==> config.mk <==
export PLATFORM = sky130hd
export DESIGN_NAME = line_counter
export DESIGN_NICKNAME = d
export VERILOG_FILES = /design/src/hdl/cache_pkg.sv /design/src/hdl/line_counter.sv
export SDC_FILE = /design/constraint.sdc
export NUM_CORES = 1
export LEC_CHECK = 0
export BUFFER_PORTS_ARGS = -buffer_cell sky130_fd_sc_hd__buf_2
export CAP_MARGIN = 30
export CORE_AREA = 5 5 42 44
export CTS_CLUSTER_DIAMETER = 100
export DETAILED_ROUTE_END_ITERATION = 12
export DIE_AREA = 0 0 47 49
export SLEW_MARGIN = 30
export SYNTH_ARGS = -nofsm -noshare
export SYNTH_HDL_FRONTEND = slang
export SYNTH_SLANG_ARGS = --single-unit
==> constraint.sdc <==
create_clock -name clk -period 1.2 [get_ports clk]
set_input_delay 0.06 -clock clk [delete_from_list [all_inputs] [get_ports clk]]
set_output_delay 0.06 -clock clk [all_outputs]
set_load 0.01 [all_outputs]
==> src/hdl/cache_pkg.sv <==
// ---------------------------------------------------------------------------
// Shared definitions for the two-way data cache
// Address field widths, word and line sizes
// Request kind and controller state enums
// ---------------------------------------------------------------------------
`default_nettype none

package cache_pkg;

   localparam int TAG_W    = 5;
   localparam int INDEX_W  = 8;
   localparam int OFFSET_W = 3;
   localparam int ADDR_W   = TAG_W + INDEX_W + OFFSET_W;

   localparam int WORD_W         = 16;
   localparam int WORDS_PER_LINE = 4;
   localparam int WSEL_W         = $clog2(WORDS_PER_LINE); // Word select within a line

   typedef enum logic [1:0] {
      REQ_NONE,
      REQ_READ,
      REQ_WRITE,
      REQ_ERR
   } req_t;

   typedef enum logic [2:0] {
      IDLE,
      LOOKUP,
      WB_REQ,
      WB_WAIT,
      FILL_REQ,
      FILL_WAIT,
      FINISH
   } ctrl_state_t;

endpackage

`default_nettype wire

==> src/hdl/line_counter.sv <==
// ---------------------------------------------------------------------------
// Word counters for line transfers
// Separate request and response offsets so reads run ahead of returns
// ---------------------------------------------------------------------------
`timescale 1ns/1ps
`default_nettype none

module line_counter (
   input  wire                         clk,
   input  wire                         rst,
   input  wire                         clear,
   input  wire                         step_req,
   input  wire                         step_rsp,
   output logic [cache_pkg::WSEL_W-1:0] req_off,
   output logic [cache_pkg::WSEL_W-1:0] rsp_off,
   output logic                        req_last,
   output logic                        rsp_last
);
   import cache_pkg::*;

   assign req_last = (req_off == WSEL_W'(WORDS_PER_LINE - 1));
   assign rsp_last = (rsp_off == WSEL_W'(WORDS_PER_LINE - 1));

   always_ff @(posedge clk) begin
      if (rst || clear) begin
         req_off <= '0;
         rsp_off <= '0;
      end else begin
         if (step_req) req_off <= req_off + 1'b1;
         if (step_rsp) rsp_off <= rsp_off + 1'b1;
      end
   end

endmodule

`default_nettype wire

==> flow_metrics.py <==
metrics = {
    "yosys": {
        "synth_cells": 14,
        "ys_warn_count": 0,
        "yosysSeqAreaShare_pct": 49.2,
        "synth.distinct_cells": 5,
        "syn_area_sq_um": 163,
        "syn-num-nets": 21,
        "ys_ff_latch": 4,
        "postSynthAreaPerCell_sq_um": 11.6,
    },
    "floorplan": {
        "start_util_pct": 11.6,
        "ios": 11,
        "die-height_um": 49,
        "die_area_sq_mm": 0.00230,
        "rows": 14,
        "design.core.area_sq_mm": 0.00140,
        "die_x_um": 47,
    },
    "cells_and_area": {
        "fin_util_pct": 18.2,
        "layout.nets": 36,
        "syn2layout_area_growth_pct": 56.9,
        "final_cell_mix": "buf_2 (10), nor3_1 (4), dfxtp_1 (4)",
        "final_layout_size_suffix_gt1_share_pct": 48.1,
        "nFillCells": 168,
        "final_common_cell": "buf_2",
        "num_antenna_cells": 0,
    },
    "timing": {
        "fmax_mhz": 1070,
        "slew_headroom_pct": 90.9,
        "worstMarginPinSlew_ps": 132,
        "rsz0062_at_grt": "no",
        "final.min_clock_period_ps": 931,
        "slew_violations": 0,
        "period_share_pct": 77.6,
        "skew_ps": 0.0189,
        "tns_ps": 0,
        "setup_viol": 0,
        "final-hold-violation-count": 0,
    },
    "global_route": {
        "grt_first_pass_wirelength_um": 558,
        "antenna_found_initial": 0,
        "top_usage_layer": "met4",
        "grt_start_max_net_pins": 5,
        "grt_use_met2_pct": 4.98,
        "met3_usage_pct": 1.11,
        "use_met1_pct": 3.06,
        "first_global_vias": 147,
        "grt_use_total_pct": 4.22,
        "grt_remaining_overflow": 0,
    },
    "power_and_ir_drop": {
        "power.leakage_nw": 0.133,
        "power.density_mw_per_mm2": 1320,
        "peakVddDrop_mv": 0.187,
    },
    "route": {
        "wl_per_cell_um": 8.28,
        "routed_wl_um": 356,
        "drt_iter0_drc": 0,
        "vias": 160,
        "drtAntennaViolNets": 0,
        "vias_per_cell": 3.72,
        "remaining_drc_errors": 0,
        "drt_first_pass_iters": 1,
    },
    "clock_network": {
        "insertion_delay_ps": 230,
        "path_clk_slew_ps": 40,
        "cts-root-buf": "clkbuf_4",
        "cts_tree": "done",
        "clockBufferDepth": 2,
        "cts_buffers": 3,
        "cts_sinks": 4,
        "post_cts_buffers": 0,
        "htreeDepth": 1,
        "postCtsHoldBufs": 0,
        "cts_resized": 0,
    },
    "worst_setup_path": {
        "cp_cell_sequence": "ha_1 > buf_2",
        "cp.arrival_ps": 870,
        "cp-startpoint": "rsp_off[0]",
        "path_max_fanout": 3,
        "path_delay_family": "flip-flops",
        "crit_buf_inv": 1,
        "worstPathRequired_ps": 1140,
        "r2r_start": "rsp_off[0]",
        "path_class": "flip-flop to output pin",
        "cp.depth": 2,
        "max_stage_delay_ps": 320,
        "slowest_stage": "dfxtp_1",
        "r2r_cells": 3,
        "endpoint_kind": "output pin",
        "start_kind": "flip-flop",
    },
    "min_path": {
        "hold_path_depth": 2,
        "min_from": "rst",
        "hp-class": "input pin to flip-flop",
    },
    "flow_run": {
        "cap_viol_max_count": 0,
    },
    "place": {
        "gp_congestion": 0.635,
        "hpwlAfterDp_um": 292,
        "portBuffers": 10,
    },
    "run_status": {
        "status": "finished, final reports clean",
    },
}
[registers in the layout, summed over array words and instances, names as in the netlist]
name,cells
rsp_off,2
req_off,2
[final timing paths]
path                endpoint  slack (ps)
setup / recovery    rsp_last         270
hold / removal    req_off[0]          40
setup reg to reg  rsp_off[1]         280
hold reg to reg   req_off[1]         540
[synth_stat cells]
cell type / instances / area share (%)
xnor2_1: 2 / 11
nor3_1: 4 / 12
dfxtp_1: 4 / 49
ha_1: 2 / 15
mux2i_1: 2 / 12
[cell type report]
type / instances / area [sq um] / area share, %
Timing Repair Buffer: 10 / 50.0 / 19.6
Clock buffer: 3 / 22.5 / 8.82
Tap cell: 16 / 20.0 / 7.84
Multi-Input combinational cell: 10 / 82.6 / 32.4
Sequential cell: 4 / 80.1 / 31.4
[layer usage]
layer | vias to the layer above | share of wire, %
met2 | 12 | 41
li1 | 77 | -
met1 | 67 | 34
met5 | - | 0
met3 | 4 | 13
met4 | 0 | 12
[kinds of logic after synthesis]
kind of cell	synth area share (%)
flip-flops	49.2
AND/OR/NAND/NOR	12.3
multiplexers	12.3
adder cells (fa/ha/maj)	15.4
XOR/XNOR	10.8
[stage by stage]
| stage | power (W) | cells | area [sq um] | setup slack (ps) | hold WS [ps] |
|---|---|---|---|---|---|
| floorplan | 0.000160 | 14 | 163 | 281 | 137 |
| global route | 0.000363 | 43 | 255 | 188 | 50.5 |
| global placement | 0.000177 | 40 | 233 | 294 | 277 |
| CTS | 0.000346 | 43 | 255 | 254 | 35.3 |
| finish | 0.000337 | 43 | 255 | 269 | 38.9 |
| detailed placement | 0.000178 | 40 | 233 | 269 | 280 |
[power by group]
group,switching [W],internal [W]
combinational,0.0000157,0.0000171
clock,0.0000499,0.000112
sequential,0.00000380,0.000139
total,0.0000693,0.000267
Note: power is estimated with default switching activity, not from simulation.
