## src/hdl/cache_pkg.sv

```systemverilog
// ---------------------------------------------------------------------------
// Shared definitions for the two-way data cache
// Address field widths, word and line sizes
// Request kind and controller state enums
// ---------------------------------------------------------------------------
`default_nettype none

package cache_pkg;

   localparam int TAG_W    = 5;
   localparam int INDEX_W  = 8;
   localparam int OFFSET_W = 3;
   localparam int ADDR_W   = TAG_W + INDEX_W + OFFSET_W;

   localparam int WORD_W         = 16;
   localparam int WORDS_PER_LINE = 4;
   localparam int WSEL_W         = $clog2(WORDS_PER_LINE); // Word select within a line

   typedef enum logic [1:0] {
      REQ_NONE,
      REQ_READ,
      REQ_WRITE,
      REQ_ERR
   } req_t;

   typedef enum logic [2:0] {
      IDLE,
      LOOKUP,
      WB_REQ,
      WB_WAIT,
      FILL_REQ,
      FILL_WAIT,
      FINISH
   } ctrl_state_t;

endpackage

`default_nettype wire

```

## src/hdl/cache_if.sv

```systemverilog
// ---------------------------------------------------------------------------
// Controller to cache way interface
// ctrl modport drives the access, way modport returns lookup results
// ---------------------------------------------------------------------------
`timescale 1ns/1ps
`default_nettype none

interface cache_if;
   import cache_pkg::*;

   logic                enable;
   logic                comp;     // Compare mode, tag checked
   logic                write;
   logic                valid_in;
   logic [TAG_W-1:0]    tag;
   logic [INDEX_W-1:0]  index;
   logic [OFFSET_W-1:0] offset;
   logic [WORD_W-1:0]   wdata;

   logic                hit;
   logic                dirty;
   logic                valid;
   logic [TAG_W-1:0]    tag_out;
   logic [WORD_W-1:0]   rdata;

   modport ctrl (
      output enable, comp, write, valid_in, tag, index, offset, wdata,
      input  hit, dirty, valid, tag_out, rdata
   );

   modport way (
      input  enable, comp, write, valid_in, tag, index, offset, wdata,
      output hit, dirty, valid, tag_out, rdata
   );

endinterface

`default_nettype wire

```

## src/hdl/cache_ctrl.sv

```systemverilog
// ---------------------------------------------------------------------------
// Cache controller FSM
// Lookup, dirty writeback, pipelined fill and retry of the request
// Victim selection between the two ways
// ---------------------------------------------------------------------------
`timescale 1ns/1ps
`default_nettype none

module cache_ctrl #(
   parameter int MEM_LATENCY = 2
) (
   input  wire                          clk,
   input  wire                          rst,
   input  wire  [cache_pkg::ADDR_W-1:0] addr,
   input  wire  [cache_pkg::WORD_W-1:0] data_in,
   input  wire                          rd,
   input  wire                          wr,
   output logic [cache_pkg::WORD_W-1:0] data_out,
   output logic                         done,
   output logic                         stall,
   output logic                         cache_hit,
   output logic                         err,
   cache_if.ctrl                        way0,
   cache_if.ctrl                        way1,
   output logic [cache_pkg::ADDR_W-1:0] mem_addr,
   output logic [cache_pkg::WORD_W-1:0] mem_wdata,
   output logic                         mem_wr,
   output logic                         mem_rd,
   input  wire  [cache_pkg::WORD_W-1:0] mem_rdata,
   input  wire                          mem_rvalid,
   input  wire                          mem_stall,
   output logic                         cnt_clear,
   output logic                         step_req,
   output logic                         step_rsp,
   input  wire  [cache_pkg::WSEL_W-1:0] req_off,
   input  wire  [cache_pkg::WSEL_W-1:0] rsp_off,
   input  wire                          req_last,
   input  wire                          rsp_last
);
   import cache_pkg::*;

   localparam int INFL_W = $clog2(MEM_LATENCY + 1);

   ctrl_state_t state;
   req_t        req_kind;

   logic [TAG_W-1:0]    req_tag;
   logic [INDEX_W-1:0]  req_index;
   logic [OFFSET_W-1:0] req_offset;
   logic [WORD_W-1:0]   req_data;
   logic [TAG_W-1:0]    vic_tag;
   logic [WORD_W-1:0]   wb_data;
   logic                victim;   // Toggles per request
   logic                sel_way;
   logic [INFL_W-1:0]   inflight;

   logic                pick_way;
   logic                pick_dirty;
   logic                lookup_hit;
   logic [WORD_W-1:0]   sel_rdata;
   logic                can_issue;
   logic                wb_accept;
   logic                rd_accept;
   logic                fill_rsp;

   logic [1:0]          way_en;
   logic                way_comp;
   logic                way_write;
   logic                way_vin;
   logic [OFFSET_W-1:0] way_off;
   logic [WORD_W-1:0]   way_wdata;

   // Invalid way first, way 0 before way 1
   assign pick_way   = way0.valid ? (way1.valid ? victim : 1'b1) : 1'b0;
   assign pick_dirty = pick_way ? (way1.valid & way1.dirty) : (way0.valid & way0.dirty);
   assign lookup_hit = way0.hit | way1.hit;
   assign sel_rdata  = sel_way ? way1.rdata : way0.rdata;

   // Never more reads in flight than the return pipeline holds
   assign can_issue = (inflight < INFL_W'(MEM_LATENCY)) || mem_rvalid;

   assign stall     = (state != IDLE);
   assign mem_wr    = (state == WB_WAIT);
   assign mem_rd    = (state == FILL_REQ) && can_issue;
   assign mem_wdata = wb_data;
   assign mem_addr  = (state == WB_WAIT) ? {vic_tag, req_index, req_off, 1'b0}
                                         : {req_tag, req_index, req_off, 1'b0};

   assign wb_accept = mem_wr & ~mem_stall;
   assign rd_accept = mem_rd & ~mem_stall;
   assign fill_rsp  = mem_rvalid && ((state == FILL_REQ) || (state == FILL_WAIT));

   assign cnt_clear = (state == LOOKUP) || (wb_accept && req_last);
   assign step_req  = wb_accept | rd_accept;
   assign step_rsp  = fill_rsp;

   always_comb begin
      way_en    = 2'b00;
      way_comp  = 1'b0;
      way_write = 1'b0;
      way_vin   = 1'b0;
      way_off   = req_offset;
      way_wdata = req_data;
      case (state)
         LOOKUP, FINISH: begin
            if (req_kind != REQ_ERR) begin
               way_en    = 2'b11;  // Only the matching way commits
               way_comp  = 1'b1;
               way_write = (req_kind == REQ_WRITE);
            end
         end
         WB_REQ: begin
            way_en[sel_way] = 1'b1;
            way_off         = {req_off, 1'b0};
         end
         FILL_REQ, FILL_WAIT: begin
            if (mem_rvalid) begin
               way_en[sel_way] = 1'b1;
               way_write       = 1'b1;
               way_vin         = 1'b1;
               way_off         = {rsp_off, 1'b0};
               way_wdata       = mem_rdata;
            end
         end
         default: ;
      endcase
   end

   assign way0.enable   = way_en[0];
   assign way1.enable   = way_en[1];
   assign way0.comp     = way_comp;
   assign way1.comp     = way_comp;
   assign way0.write    = way_write;
   assign way1.write    = way_write;
   assign way0.valid_in = way_vin;
   assign way1.valid_in = way_vin;
   assign way0.tag      = req_tag;
   assign way1.tag      = req_tag;
   assign way0.index    = req_index;
   assign way1.index    = req_index;
   assign way0.offset   = way_off;
   assign way1.offset   = way_off;
   assign way0.wdata    = way_wdata;
   assign way1.wdata    = way_wdata;

   always_ff @(posedge clk) begin
      if (rst) begin
         state     <= IDLE;
         req_kind  <= REQ_NONE;
         victim    <= 1'b0;
         inflight  <= '0;
         done      <= 1'b0;
         cache_hit <= 1'b0;
         err       <= 1'b0;
      end else begin
         done     <= 1'b0;
         inflight <= inflight + INFL_W'(rd_accept) - INFL_W'(mem_rvalid);
         case (state)
            IDLE: begin
               if (rd || wr) begin
                  {req_tag, req_index, req_offset} <= addr;
                  req_data <= data_in;
                  victim   <= ~victim;
                  if ((rd && wr) || addr[0]) req_kind <= REQ_ERR;
                  else if (rd)               req_kind <= REQ_READ;
                  else                       req_kind <= REQ_WRITE;
                  state <= LOOKUP;
               end
            end
            LOOKUP: begin
               if (req_kind == REQ_ERR) begin
                  done      <= 1'b1;
                  err       <= 1'b1;
                  cache_hit <= 1'b0;
                  state     <= IDLE;
               end else if (lookup_hit) begin
                  done      <= 1'b1;
                  err       <= 1'b0;
                  cache_hit <= 1'b1;
                  if (req_kind == REQ_READ) data_out <= way0.hit ? way0.rdata : way1.rdata;
                  state <= IDLE;
               end else begin
                  sel_way <= pick_way;
                  vic_tag <= pick_way ? way1.tag_out : way0.tag_out;
                  state   <= pick_dirty ? WB_REQ : FILL_REQ;
               end
            end
            WB_REQ: begin
               wb_data <= sel_rdata;
               state   <= WB_WAIT;
            end
            WB_WAIT: begin
               if (wb_accept) state <= req_last ? FILL_REQ : WB_REQ;
            end
            FILL_REQ: begin
               if (rd_accept && req_last) state <= FILL_WAIT;
            end
            FILL_WAIT: begin
               if (fill_rsp && rsp_last) state <= FINISH;
            end
            FINISH: begin
               done      <= 1'b1;  // Retried access hits now
               err       <= 1'b0;
               cache_hit <= 1'b0;
               if (req_kind == REQ_READ) data_out <= sel_rdata;
               state <= IDLE;
            end
            default: state <= IDLE;
         endcase
      end
   end

endmodule

`default_nettype wire

```

## src/flat_wrapper.sv

```systemverilog
// flat-port wrapper written by rule: the top's interface ports become plain ports
module cache_ctrl_flat import cache_pkg::*;
#(
   parameter int MEM_LATENCY = 2
)
  (clk, rst, addr, data_in, rd, wr, data_out, done, stall, cache_hit, err, mem_addr, mem_wdata, mem_wr, mem_rd, mem_rdata, mem_rvalid, mem_stall, cnt_clear, step_req, step_rsp, req_off, rsp_off, req_last, rsp_last, way0_enable, way0_comp, way0_write, way0_valid_in, way0_tag, way0_index, way0_offset, way0_wdata, way0_hit, way0_dirty, way0_valid, way0_tag_out, way0_rdata, way1_enable, way1_comp, way1_write, way1_valid_in, way1_tag, way1_index, way1_offset, way1_wdata, way1_hit, way1_dirty, way1_valid, way1_tag_out, way1_rdata);
  cache_if way0_i ();
  cache_if way1_i ();
  input  wire clk;
  input  wire rst;
  input  wire  [cache_pkg::ADDR_W-1:0] addr;
  input  wire  [cache_pkg::WORD_W-1:0] data_in;
  input  wire rd;
  input  wire wr;
  output logic [cache_pkg::WORD_W-1:0] data_out;
  output logic done;
  output logic stall;
  output logic cache_hit;
  output logic err;
  output logic [cache_pkg::ADDR_W-1:0] mem_addr;
  output logic [cache_pkg::WORD_W-1:0] mem_wdata;
  output logic mem_wr;
  output logic mem_rd;
  input  wire  [cache_pkg::WORD_W-1:0] mem_rdata;
  input  wire mem_rvalid;
  input  wire mem_stall;
  output logic cnt_clear;
  output logic step_req;
  output logic step_rsp;
  input  wire  [cache_pkg::WSEL_W-1:0] req_off;
  input  wire  [cache_pkg::WSEL_W-1:0] rsp_off;
  input  wire req_last;
  input  wire rsp_last;
  output wire logic [$bits(way0_i.enable)-1:0] way0_enable;
  output wire logic [$bits(way0_i.comp)-1:0] way0_comp;
  output wire logic [$bits(way0_i.write)-1:0] way0_write;
  output wire logic [$bits(way0_i.valid_in)-1:0] way0_valid_in;
  output wire logic [$bits(way0_i.tag)-1:0] way0_tag;
  output wire logic [$bits(way0_i.index)-1:0] way0_index;
  output wire logic [$bits(way0_i.offset)-1:0] way0_offset;
  output wire logic [$bits(way0_i.wdata)-1:0] way0_wdata;
  input wire logic [$bits(way0_i.hit)-1:0] way0_hit;
  input wire logic [$bits(way0_i.dirty)-1:0] way0_dirty;
  input wire logic [$bits(way0_i.valid)-1:0] way0_valid;
  input wire logic [$bits(way0_i.tag_out)-1:0] way0_tag_out;
  input wire logic [$bits(way0_i.rdata)-1:0] way0_rdata;
  output wire logic [$bits(way1_i.enable)-1:0] way1_enable;
  output wire logic [$bits(way1_i.comp)-1:0] way1_comp;
  output wire logic [$bits(way1_i.write)-1:0] way1_write;
  output wire logic [$bits(way1_i.valid_in)-1:0] way1_valid_in;
  output wire logic [$bits(way1_i.tag)-1:0] way1_tag;
  output wire logic [$bits(way1_i.index)-1:0] way1_index;
  output wire logic [$bits(way1_i.offset)-1:0] way1_offset;
  output wire logic [$bits(way1_i.wdata)-1:0] way1_wdata;
  input wire logic [$bits(way1_i.hit)-1:0] way1_hit;
  input wire logic [$bits(way1_i.dirty)-1:0] way1_dirty;
  input wire logic [$bits(way1_i.valid)-1:0] way1_valid;
  input wire logic [$bits(way1_i.tag_out)-1:0] way1_tag_out;
  input wire logic [$bits(way1_i.rdata)-1:0] way1_rdata;
  assign way0_enable = way0_i.enable;
  assign way0_comp = way0_i.comp;
  assign way0_write = way0_i.write;
  assign way0_valid_in = way0_i.valid_in;
  assign way0_tag = way0_i.tag;
  assign way0_index = way0_i.index;
  assign way0_offset = way0_i.offset;
  assign way0_wdata = way0_i.wdata;
  assign way0_i.hit = way0_hit;
  assign way0_i.dirty = way0_dirty;
  assign way0_i.valid = way0_valid;
  assign way0_i.tag_out = way0_tag_out;
  assign way0_i.rdata = way0_rdata;
  assign way1_enable = way1_i.enable;
  assign way1_comp = way1_i.comp;
  assign way1_write = way1_i.write;
  assign way1_valid_in = way1_i.valid_in;
  assign way1_tag = way1_i.tag;
  assign way1_index = way1_i.index;
  assign way1_offset = way1_i.offset;
  assign way1_wdata = way1_i.wdata;
  assign way1_i.hit = way1_hit;
  assign way1_i.dirty = way1_dirty;
  assign way1_i.valid = way1_valid;
  assign way1_i.tag_out = way1_tag_out;
  assign way1_i.rdata = way1_rdata;
  cache_ctrl #(.MEM_LATENCY(MEM_LATENCY)) u_core (.clk(clk), .rst(rst), .addr(addr), .data_in(data_in), .rd(rd), .wr(wr), .data_out(data_out), .done(done), .stall(stall), .cache_hit(cache_hit), .err(err), .way0(way0_i), .way1(way1_i), .mem_addr(mem_addr), .mem_wdata(mem_wdata), .mem_wr(mem_wr), .mem_rd(mem_rd), .mem_rdata(mem_rdata), .mem_rvalid(mem_rvalid), .mem_stall(mem_stall), .cnt_clear(cnt_clear), .step_req(step_req), .step_rsp(step_rsp), .req_off(req_off), .rsp_off(rsp_off), .req_last(req_last), .rsp_last(rsp_last));
endmodule
```

## config.mk

```make
export PLATFORM = sky130hd
export DESIGN_NAME = cache_ctrl_flat
export DESIGN_NICKNAME = d
export VERILOG_FILES = /design/src/hdl/cache_pkg.sv /design/src/hdl/cache_if.sv /design/src/hdl/cache_ctrl.sv /design/src/flat_wrapper.sv
export SDC_FILE = /design/constraint.sdc
export NUM_CORES = 1
export LEC_CHECK = 0
export BUFFER_PORTS_ARGS = -buffer_cell sky130_fd_sc_hd__buf_4
export CAP_MARGIN = 20
export CORE_UTILIZATION = 32
export CTS_CLUSTER_DIAMETER = 200
export DETAILED_ROUTE_END_ITERATION = 8
export PLACE_DENSITY = 0.71
export SYNTH_ARGS = -nofsm -noshare
export SYNTH_HDL_FRONTEND = slang
export SYNTH_SLANG_ARGS = --single-unit
```

## constraint.sdc

```tcl
create_clock -name clk -period 8.05 [get_ports clk]
set_clock_uncertainty 0.05 [all_clocks]
set_input_delay 0.4025 -clock clk [delete_from_list [all_inputs] [get_ports clk]]
set_output_delay 0.4025 -clock clk [all_outputs]
set_load 0.005 [all_outputs]
```

==> flow_metrics.py, run 1 <==
metrics = {
    "run_status": {
        "run_status": "finished, final reports clean",
    },
    "setup_path": {
        "critPathArrivalTime_ns": 2.14,
        "worst_ep_required_time_ns": 7.60,
        "crit_chain": "or3b_4 > and2_4 > o21ai_0 > buf_4",
        "timing.reg2reg.setup_slack_ns": 5.77,
        "critPathTopFamily": "simple AND/OR/NAND/NOR gates",
        "rr_endpoint": "u_core.data_out[7]",
        "critical_path_buf_inv_count": 1,
        "cpPeakStageDelay_ns": 0.55,
        "r2r_cell_count": 3,
        "critical-path-slowest-cell": "sky130_fd_sc_hd__dfxtp_1",
        "setup.worst_path.start_class": "flop",
        "worst-path-max-fanout": 13,
        "worst_r2r_startpoint": "u_core.state[0]",
        "setup.worst_path.class": "reg2out",
        "endpoint_type_of_the_worst_setup_path": "primary output",
    },
    "timing": {
        "finalHoldViolCount": 0,
        "fin_crit_share_pct": 32.2,
        "max_slew_margin_pct": 32.8,
        "grt_setup_unrepaired": "no",
        "final_max_tran_viols": 0,
        "finalSetupTns_ns": 0,
        "maxClockFrequency_mhz": 385,
        "finalCriticalPeriod_ns": 2.60,
        "setup-violations-final": 0,
        "worstMarginPinSlew_ns": 1.01,
    },
    "detailed_routing": {
        "vias": 3006,
        "drt_first_pass_iters": 4,
        "ant_nets": 0,
        "via_per_inst": 4.47,
        "drt-initial-drc-count": 136,
        "detail_route.wl_per_cell_um": 15.5,
        "drt_wl_total_um": 10400,
        "post-route-drc-count": 0,
    },
    "synthesis": {
        "synth.cell_area_um2": 4100,
        "cell_accounting_for_the_most_synthesized_area": "sky130_fd_sc_hd__edfxtp_1",
        "part_of_the_yosys_area_used_for_sequential_elements_pct": 56.7,
        "synth_cell_type_count": 50,
        "synth.net_count": 418,
        "ys_ff_latch": 81,
        "avgSynthCellArea_um2": 13.3,
        "synth_edf_count": 70,
        "synth_cells": 308,
        "synth_top_flop_cell": "sky130_fd_sc_hd__edfxtp_1",
        "netlist_top_cells_area": "sky130_fd_sc_hd__edfxtp_1, sky130_fd_sc_hd__mux2_2, sky130_fd_sc_hd__buf_4, sky130_fd_sc_hd__dfxtp_1, sky130_fd_sc_hd__mux2_4",
        "post-synth-top-area-fraction_pct": 51.3,
        "synthesis.yosys.warnings": 0,
        "postSynth.asyncResetShare_pct": 0,
    },
    "floorplanning": {
        "fp.dieH_um": 115,
        "placement_rows": 40,
        "die_area_um2": 13300,
        "initial_core_utilization_pct": 33.4,
        "floorplan.core_area_um2": 12300,
        "chipWidth_um": 115,
        "design.portCount": 237,
    },
    "global_route": {
        "grt_start_max_net_pins": 33,
        "global_route.usage.total_pct": 15.2,
        "final_global_route_overflow_total": 0,
        "use_met2_pct": 27.1,
        "globalRouteMet1Util_pct": 17.2,
        "initial_antenna_violation_count": 0,
        "wire_length_of_the_first_global_routing_pass_um": 15100,
        "first_global_vias": 2967,
        "top_usage_layer": "met2",
        "use_met3_pct": 4.59,
    },
    "clock_network": {
        "numClockSinks": 81,
        "postCtsSetupBuffers": 0,
        "cts.clk_slew.worst_paths_ns": 0.07,
        "clk_latency_ns": 0.33,
        "post_cts_resize_count": 0,
        "ctsHtreeMaxLevel": 3,
        "post_cts_hold_buffer_count": 0,
        "cts_tree": "yes",
        "cts_max_path_buffers": 2,
        "clk_root_buffer_cell": "sky130_fd_sc_hd__clkbuf_16",
        "tritoncts.num_buffers": 9,
    },
    "finish": {
        "layout-area-overhead-vs-synth_pct": 46.0,
        "antenna-diode-count": 0,
        "filler_cell_count": 1114,
        "drive_above_1_share_pct": 64.8,
        "design.final.nets": 611,
        "post-route-util_pct": 48.8,
    },
    "power_and_ir_drop": {
        "power.combinational.fraction_pct": 17.1,
        "p_sw_share_pct": 22.3,
        "netSwitchingPower_uw": 250,
        "p_int_uw": 868,
        "clockPowerShare_pct": 38.5,
        "p_seq_share_pct": 44.4,
        "cellPowerDensity_nw_per_um2": 187,
        "leakage_uw": 0.00259,
        "peakVddDrop_v": 0.0000813,
    },
    "place": {
        "hpwl_um": 8120,
        "last_weighted_congestion_value_of_the_routability_driven_placer": 0.835,
        "port_buffers": 235,
    },
    "run": {
        "maxCapViolCount": 0,
    },
    "worst_hold_path": {
        "min-delay-start": "addr[8]",
        "worst_hold_path.endpoint": "u_core.way0.index[5]",
        "worstHoldPathType": "in2reg",
        "timing.hold.worst_path_depth": 1,
    },
}
## worst reg2reg max path, delay by kind of cell, from the launching register on
kind | cells | cell delay, ns
DFF | 1 | 0.55
AOI/OAI and AO/OA | 2 | 1.00
and+or+nand+nor | 1 | 0.31
## routing by layer
metal	part of all wire (%)	wire, um
met1	40	4180
met5	0	0
met3	6.4	665
met4	1.5	159
met2	52	5400
## worst max path at each step
| stage | from | cells past startpoint | slack [ns] | to |
|---|---|---|---|---|
| global route | u_core.state[0] | 4 | 5.29 | way0_write |
| global placement | u_core.sel_way | 3 | 5.76 | u_core.data_out[0] |
| CTS | u_core.state[0] | 4 | 5.44 | way1_write |
| finish | u_core.state[0] | 4 | 5.45 | way1_write |
| detailed placement | u_core.sel_way | 3 | 5.74 | u_core.data_out[0] |
| floorplan | u_core.state[1] | 3 | 4.45 | u_core.req_data[0] |
## power groups by stage
stage	clock network (uW)	registers, uW	logic, uW
floorplan	0	501	102
global placement	0	504	189
detailed placement	0	505	193
CTS	439	496	194
global route	458	498	207
finish	430	496	191
## layout make-up
type	count	area [um^2]	share of cell area (%)
Timing Repair Buffer	237	1780	29.7
Sequential cell	81	2320	38.8
Clock buffer	10	229	3.83
Multi-Input combinational cell	162	1320	22.1
Clock inverter	5	81.3	1.36
Tap cell	168	210	3.51
Inverter	10	40.0	0.669
## logic make-up (layout without fill, tap and decap cells)
family | after synthesis | after routing | share of synthesized area (%)
fa+ha+maj | 2 | 2 | 0.611
other cells | 1 | 1 | 0.0915
flops | 81 | 81 | 56.7
mux | 55 | 55 | 16.0
buf+inv | 65 | 262 | 11.3
compound gates | 36 | 36 | 6.53
simple gates | 65 | 65 | 8.21
xor+xnor | 3 | 3 | 0.641
## Yosys cell counts (3+ instances only)
cell,n
sky130_fd_sc_hd__o21ai_1,3
sky130_fd_sc_hd__dfxtp_1,11
sky130_fd_sc_hd__inv_1,7
sky130_fd_sc_hd__nor2_1,11
sky130_fd_sc_hd__nor2_2,3
sky130_fd_sc_hd__nand2_1,28
sky130_fd_sc_hd__a21oi_1,7
sky130_fd_sc_hd__mux2_4,10
sky130_fd_sc_hd__o21ai_0,9
sky130_fd_sc_hd__nand2b_1,4
sky130_fd_sc_hd__edfxtp_1,70
sky130_fd_sc_hd__buf_4,48
sky130_fd_sc_hd__mux2_2,43
sky130_fd_sc_hd__nor3_1,3
sky130_fd_sc_hd__buf_2,3
## sequential cells by signal, indices dropped and copies added (netlist names)
| signal | flops |
|---|---|
| u_core.data_out | 16 |
| u_core.mem_wdata | 16 |
| u_core.req_data | 16 |
| u_core.way0.index | 8 |
| u_core.vic_tag | 5 |
| u_core.way0.tag | 5 |
| u_core.req_offset | 3 |
| u_core.state | 3 |
| u_core.inflight | 2 |
| u_core.req_kind | 2 |
| u_core.cache_hit | 1 |
| u_core.done | 1 |
| u_core.err | 1 |
| u_core.sel_way | 1 |
| u_core.victim | 1 |
## cells in the final DEF, fill, tap and decap left out, types with 2 or more instances in the layout
cell type	count
sky130_fd_sc_hd__o21ai_0	9
sky130_fd_sc_hd__a21oi_1	6
sky130_fd_sc_hd__mux2_2	43
sky130_fd_sc_hd__nand2_2	2
sky130_fd_sc_hd__bufinv_16	2
sky130_fd_sc_hd__inv_2	2
sky130_fd_sc_hd__nand2b_1	4
sky130_fd_sc_hd__nor2_2	3
sky130_fd_sc_hd__buf_4	237
sky130_fd_sc_hd__a221oi_2	2
sky130_fd_sc_hd__clkbuf_16	9
sky130_fd_sc_hd__edfxtp_1	70
sky130_fd_sc_hd__nor3b_1	2
sky130_fd_sc_hd__a21o_1	2
sky130_fd_sc_hd__a211oi_1	2
sky130_fd_sc_hd__xnor2_1	2
sky130_fd_sc_hd__nand2_1	28
sky130_fd_sc_hd__a22oi_1	2
sky130_fd_sc_hd__o21ai_1	3
sky130_fd_sc_hd__mux2i_1	2
sky130_fd_sc_hd__dfxtp_1	11
sky130_fd_sc_hd__ha_1	2
sky130_fd_sc_hd__a211oi_2	2
sky130_fd_sc_hd__mux2_4	10
sky130_fd_sc_hd__nor2_1	11
sky130_fd_sc_hd__nor3_1	2
sky130_fd_sc_hd__a21oi_2	2
sky130_fd_sc_hd__inv_1	7
sky130_fd_sc_hd__nor2b_1	2
## through the flow
step	worst slack, ns	hold WS (ns)	power (uW)	cells	cell area, um^2
floorplan	4.45	0.416	603	308	4100
global placement	5.76	0.420	693	658	5670
detailed placement	5.74	0.417	698	658	5670
CTS	5.44	0.182	1130	673	5980
global route	5.29	0.169	1160	673	5980
finish	5.45	0.190	1120	673	5980
Power figures use the tool's default switching activity.
==> inputs of run 2 (changes only) <==
--- a/config.mk
+++ b/config.mk
@@ -10,7 +10,7 @@
 export CORE_UTILIZATION = 32
 export CTS_CLUSTER_DIAMETER = 200
 export DETAILED_ROUTE_END_ITERATION = 8
-export PLACE_DENSITY = 0.71
+export PLACE_DENSITY = 0.73
 export SYNTH_ARGS = -nofsm -noshare
 export SYNTH_HDL_FRONTEND = slang
 export SYNTH_SLANG_ARGS = --single-unit
==> constraint.sdc (replaced) <==
create_clock -name clk -period 2.3 [get_ports clk]
set_clock_uncertainty 0.05 [all_clocks]
set_input_delay 0.115 -clock clk [delete_from_list [all_inputs] [get_ports clk]]
set_output_delay 0.115 -clock clk [all_outputs]
set_load 0.005 [all_outputs]
==> flow_metrics.py, run 2 (same netlist as run 1, synthesis figures left out) <==
metrics = {
    "timing": {
        "fin_crit_share_pct": 94.9,
        "worstMarginPinSlew_ns": 0.516,
        "setup-violations-final": 0,
        "grt_setup_unrepaired": "no",
        "finalHoldViolCount": 0,
        "finalCriticalPeriod_ns": 2.18,
        "hold_slack_ns": 0.0317,
        "finalSetupTns_ns": 0,
        "final_max_tran_viols": 0,
        "max_slew_margin_pct": 65.4,
        "maxClockFrequency_mhz": 458,
    },
    "floorplanning": {
        "fp.dieH_um": 115,
        "die_area_um2": 13300,
        "design.portCount": 237,
        "chipWidth_um": 115,
        "floorplan.core_area_um2": 12300,
        "placement_rows": 40,
        "initial_core_utilization_pct": 33.4,
    },
    "clock_network": {
        "post_cts_resize_count": 0,
        "cts_tree": "yes",
        "numClockSinks": 81,
        "tritoncts.num_buffers": 9,
        "cts.clk_slew.worst_paths_ns": 0.06,
        "postCtsSetupBuffers": 0,
        "ctsHtreeMaxLevel": 3,
        "cts_max_path_buffers": 2,
        "clk_latency_ns": 0.32,
        "clk_root_buffer_cell": "sky130_fd_sc_hd__clkbuf_16",
    },
    "setup_path": {
        "critPathArrivalTime_ns": 2.02,
        "setup.worst_path.class": "reg2out",
        "rr_endpoint": "u_core.data_out[2]",
        "worst_r2r_startpoint": "u_core.state[0]",
        "setup.worst_path.start_class": "flop",
        "worst_ep_required_time_ns": 2.13,
        "endpoint_type_of_the_worst_setup_path": "primary output",
        "timing.reg2reg.setup_slack_ns": 0.35,
        "r2r_cell_count": 5,
        "worst-path-max-fanout": 13,
    },
    "finish": {
        "mostFrequentLayoutCell": "sky130_fd_sc_hd__buf_4",
        "filler_cell_count": 1095,
        "layout-area-overhead-vs-synth_pct": 54.1,
        "final_cell_mix": "sky130_fd_sc_hd__buf_4, sky130_fd_sc_hd__edfxtp_1, sky130_fd_sc_hd__mux2_2",
        "finish.cell_count_without_fillers": 711,
        "antenna-diode-count": 0,
        "design.final.nets": 648,
        "seqCellArea_um2": 2320,
        "multi_input_comb_area_um2": 1330,
        "drive_above_1_share_pct": 61.0,
    },
    "worst_hold_path": {
        "worstHoldPathType": "in2reg",
        "worst_hold_path.endpoint": "u_core.req_kind[0]",
        "min-delay-start": "rst",
        "timing.hold.worst_path_depth": 2,
    },
    "global_route": {
        "global_route.usage.total_pct": 16.1,
        "first_global_vias": 3228,
        "grt_start_max_net_pins": 33,
        "initial_antenna_violation_count": 0,
        "wire_length_of_the_first_global_routing_pass_um": 16200,
        "final_global_route_overflow_total": 0,
    },
    "run": {
        "maxCapViolCount": 0,
    },
    "detailed_routing": {
        "post-route-drc-count": 0,
        "drt_wl_total_um": 10800,
        "via_per_inst": 4.42,
        "ant_nets": 0,
        "drt_first_pass_iters": 4,
        "detail_route.wl_per_cell_um": 15.1,
        "drt-initial-drc-count": 154,
        "vias": 3143,
    },
    "place": {
        "port_buffers": 235,
        "last_weighted_congestion_value_of_the_routability_driven_placer": 0.817,
        "hpwl_um": 8290,
        "post-place-cells": 663,
    },
    "power_and_ir_drop": {
        "peakVddDrop_v": 0.000266,
        "cellPowerDensity_nw_per_um2": 593,
        "leakage_uw": 0.00273,
    },
    "run_status": {
        "run_status": "finished, final reports clean",
    },
}
## run 2: what timing repair did
action | CTS | global route
hold buffers | 32 | 0
setup endpoints to repair | 0 | 0
hold endpoints to repair | 32 | 0
## run 2: worst max-delay path, stage by stage (launching register included)
cell and delay [ns]:
sky130_fd_sc_hd__dfxtp_1 0.54, sky130_fd_sc_hd__or3b_4 0.45, sky130_fd_sc_hd__and2_4 0.18, sky130_fd_sc_hd__o21ai_0 0.34, sky130_fd_sc_hd__buf_4 0.19
## run 2: stage by stage
step | worst slack [ns] | utilization [%] | total power (uW) | area [um^2]
2_1_floorplan | 0.125 | - | 2110 | 4110
3_3_place_gp | 0.399 | 46.7 | 2440 | 5730
3_5_place_dp | 0.331 | 46.7 | 2450 | 5730
4_1_cts | 0.0836 | 51.5 | 3790 | 6310
5_1_grt | 0.00507 | 51.5 | 3910 | 6310
6_report | 0.116 | 51.5 | 3740 | 6310
## run 2: cell type report
class	instances	share of cell area, %
Clock buffer	10	3.63
Clock inverter	6	0.535
Inverter	10	0.634
Multi-Input combinational cell	162	21.0
Sequential cell	81	36.8
Tap cell	168	3.33
Timing Repair Buffer	274	34.0
## run 2: how the worst max path moves through the flow
stage / start / end / slack (ns)
global route: u_core.state[0] / way0_write / 0.005
detailed placement: u_core.state[0] / u_core.data_out[4] / 0.33
floorplan: u_core.state[0] / u_core.data_out[0] / 0.12
CTS: u_core.state[0] / way1_write / 0.08
global placement: u_core.state[0] / u_core.data_out[0] / 0.40
finish: u_core.state[0] / way1_write / 0.12
## run 2: power by group
part	switching, uW	total [uW]	internal [uW]	leakage, uW
clock	556	1280	724	0.000128
combinational	278	729	452	0.00187
sequential	49.6	1730	1680	0.000734
## run 2: metal layers
metal / up-vias / GRT usage (%) / wire length (um)
met5: - / 0 / 0
met4: 0 / 6.06 / 221
met3: 13 / 3.69 / 680
met2: 128 / 30.5 / 5840
met1: 1482 / 17.3 / 4010
li1: 1520 / - / -
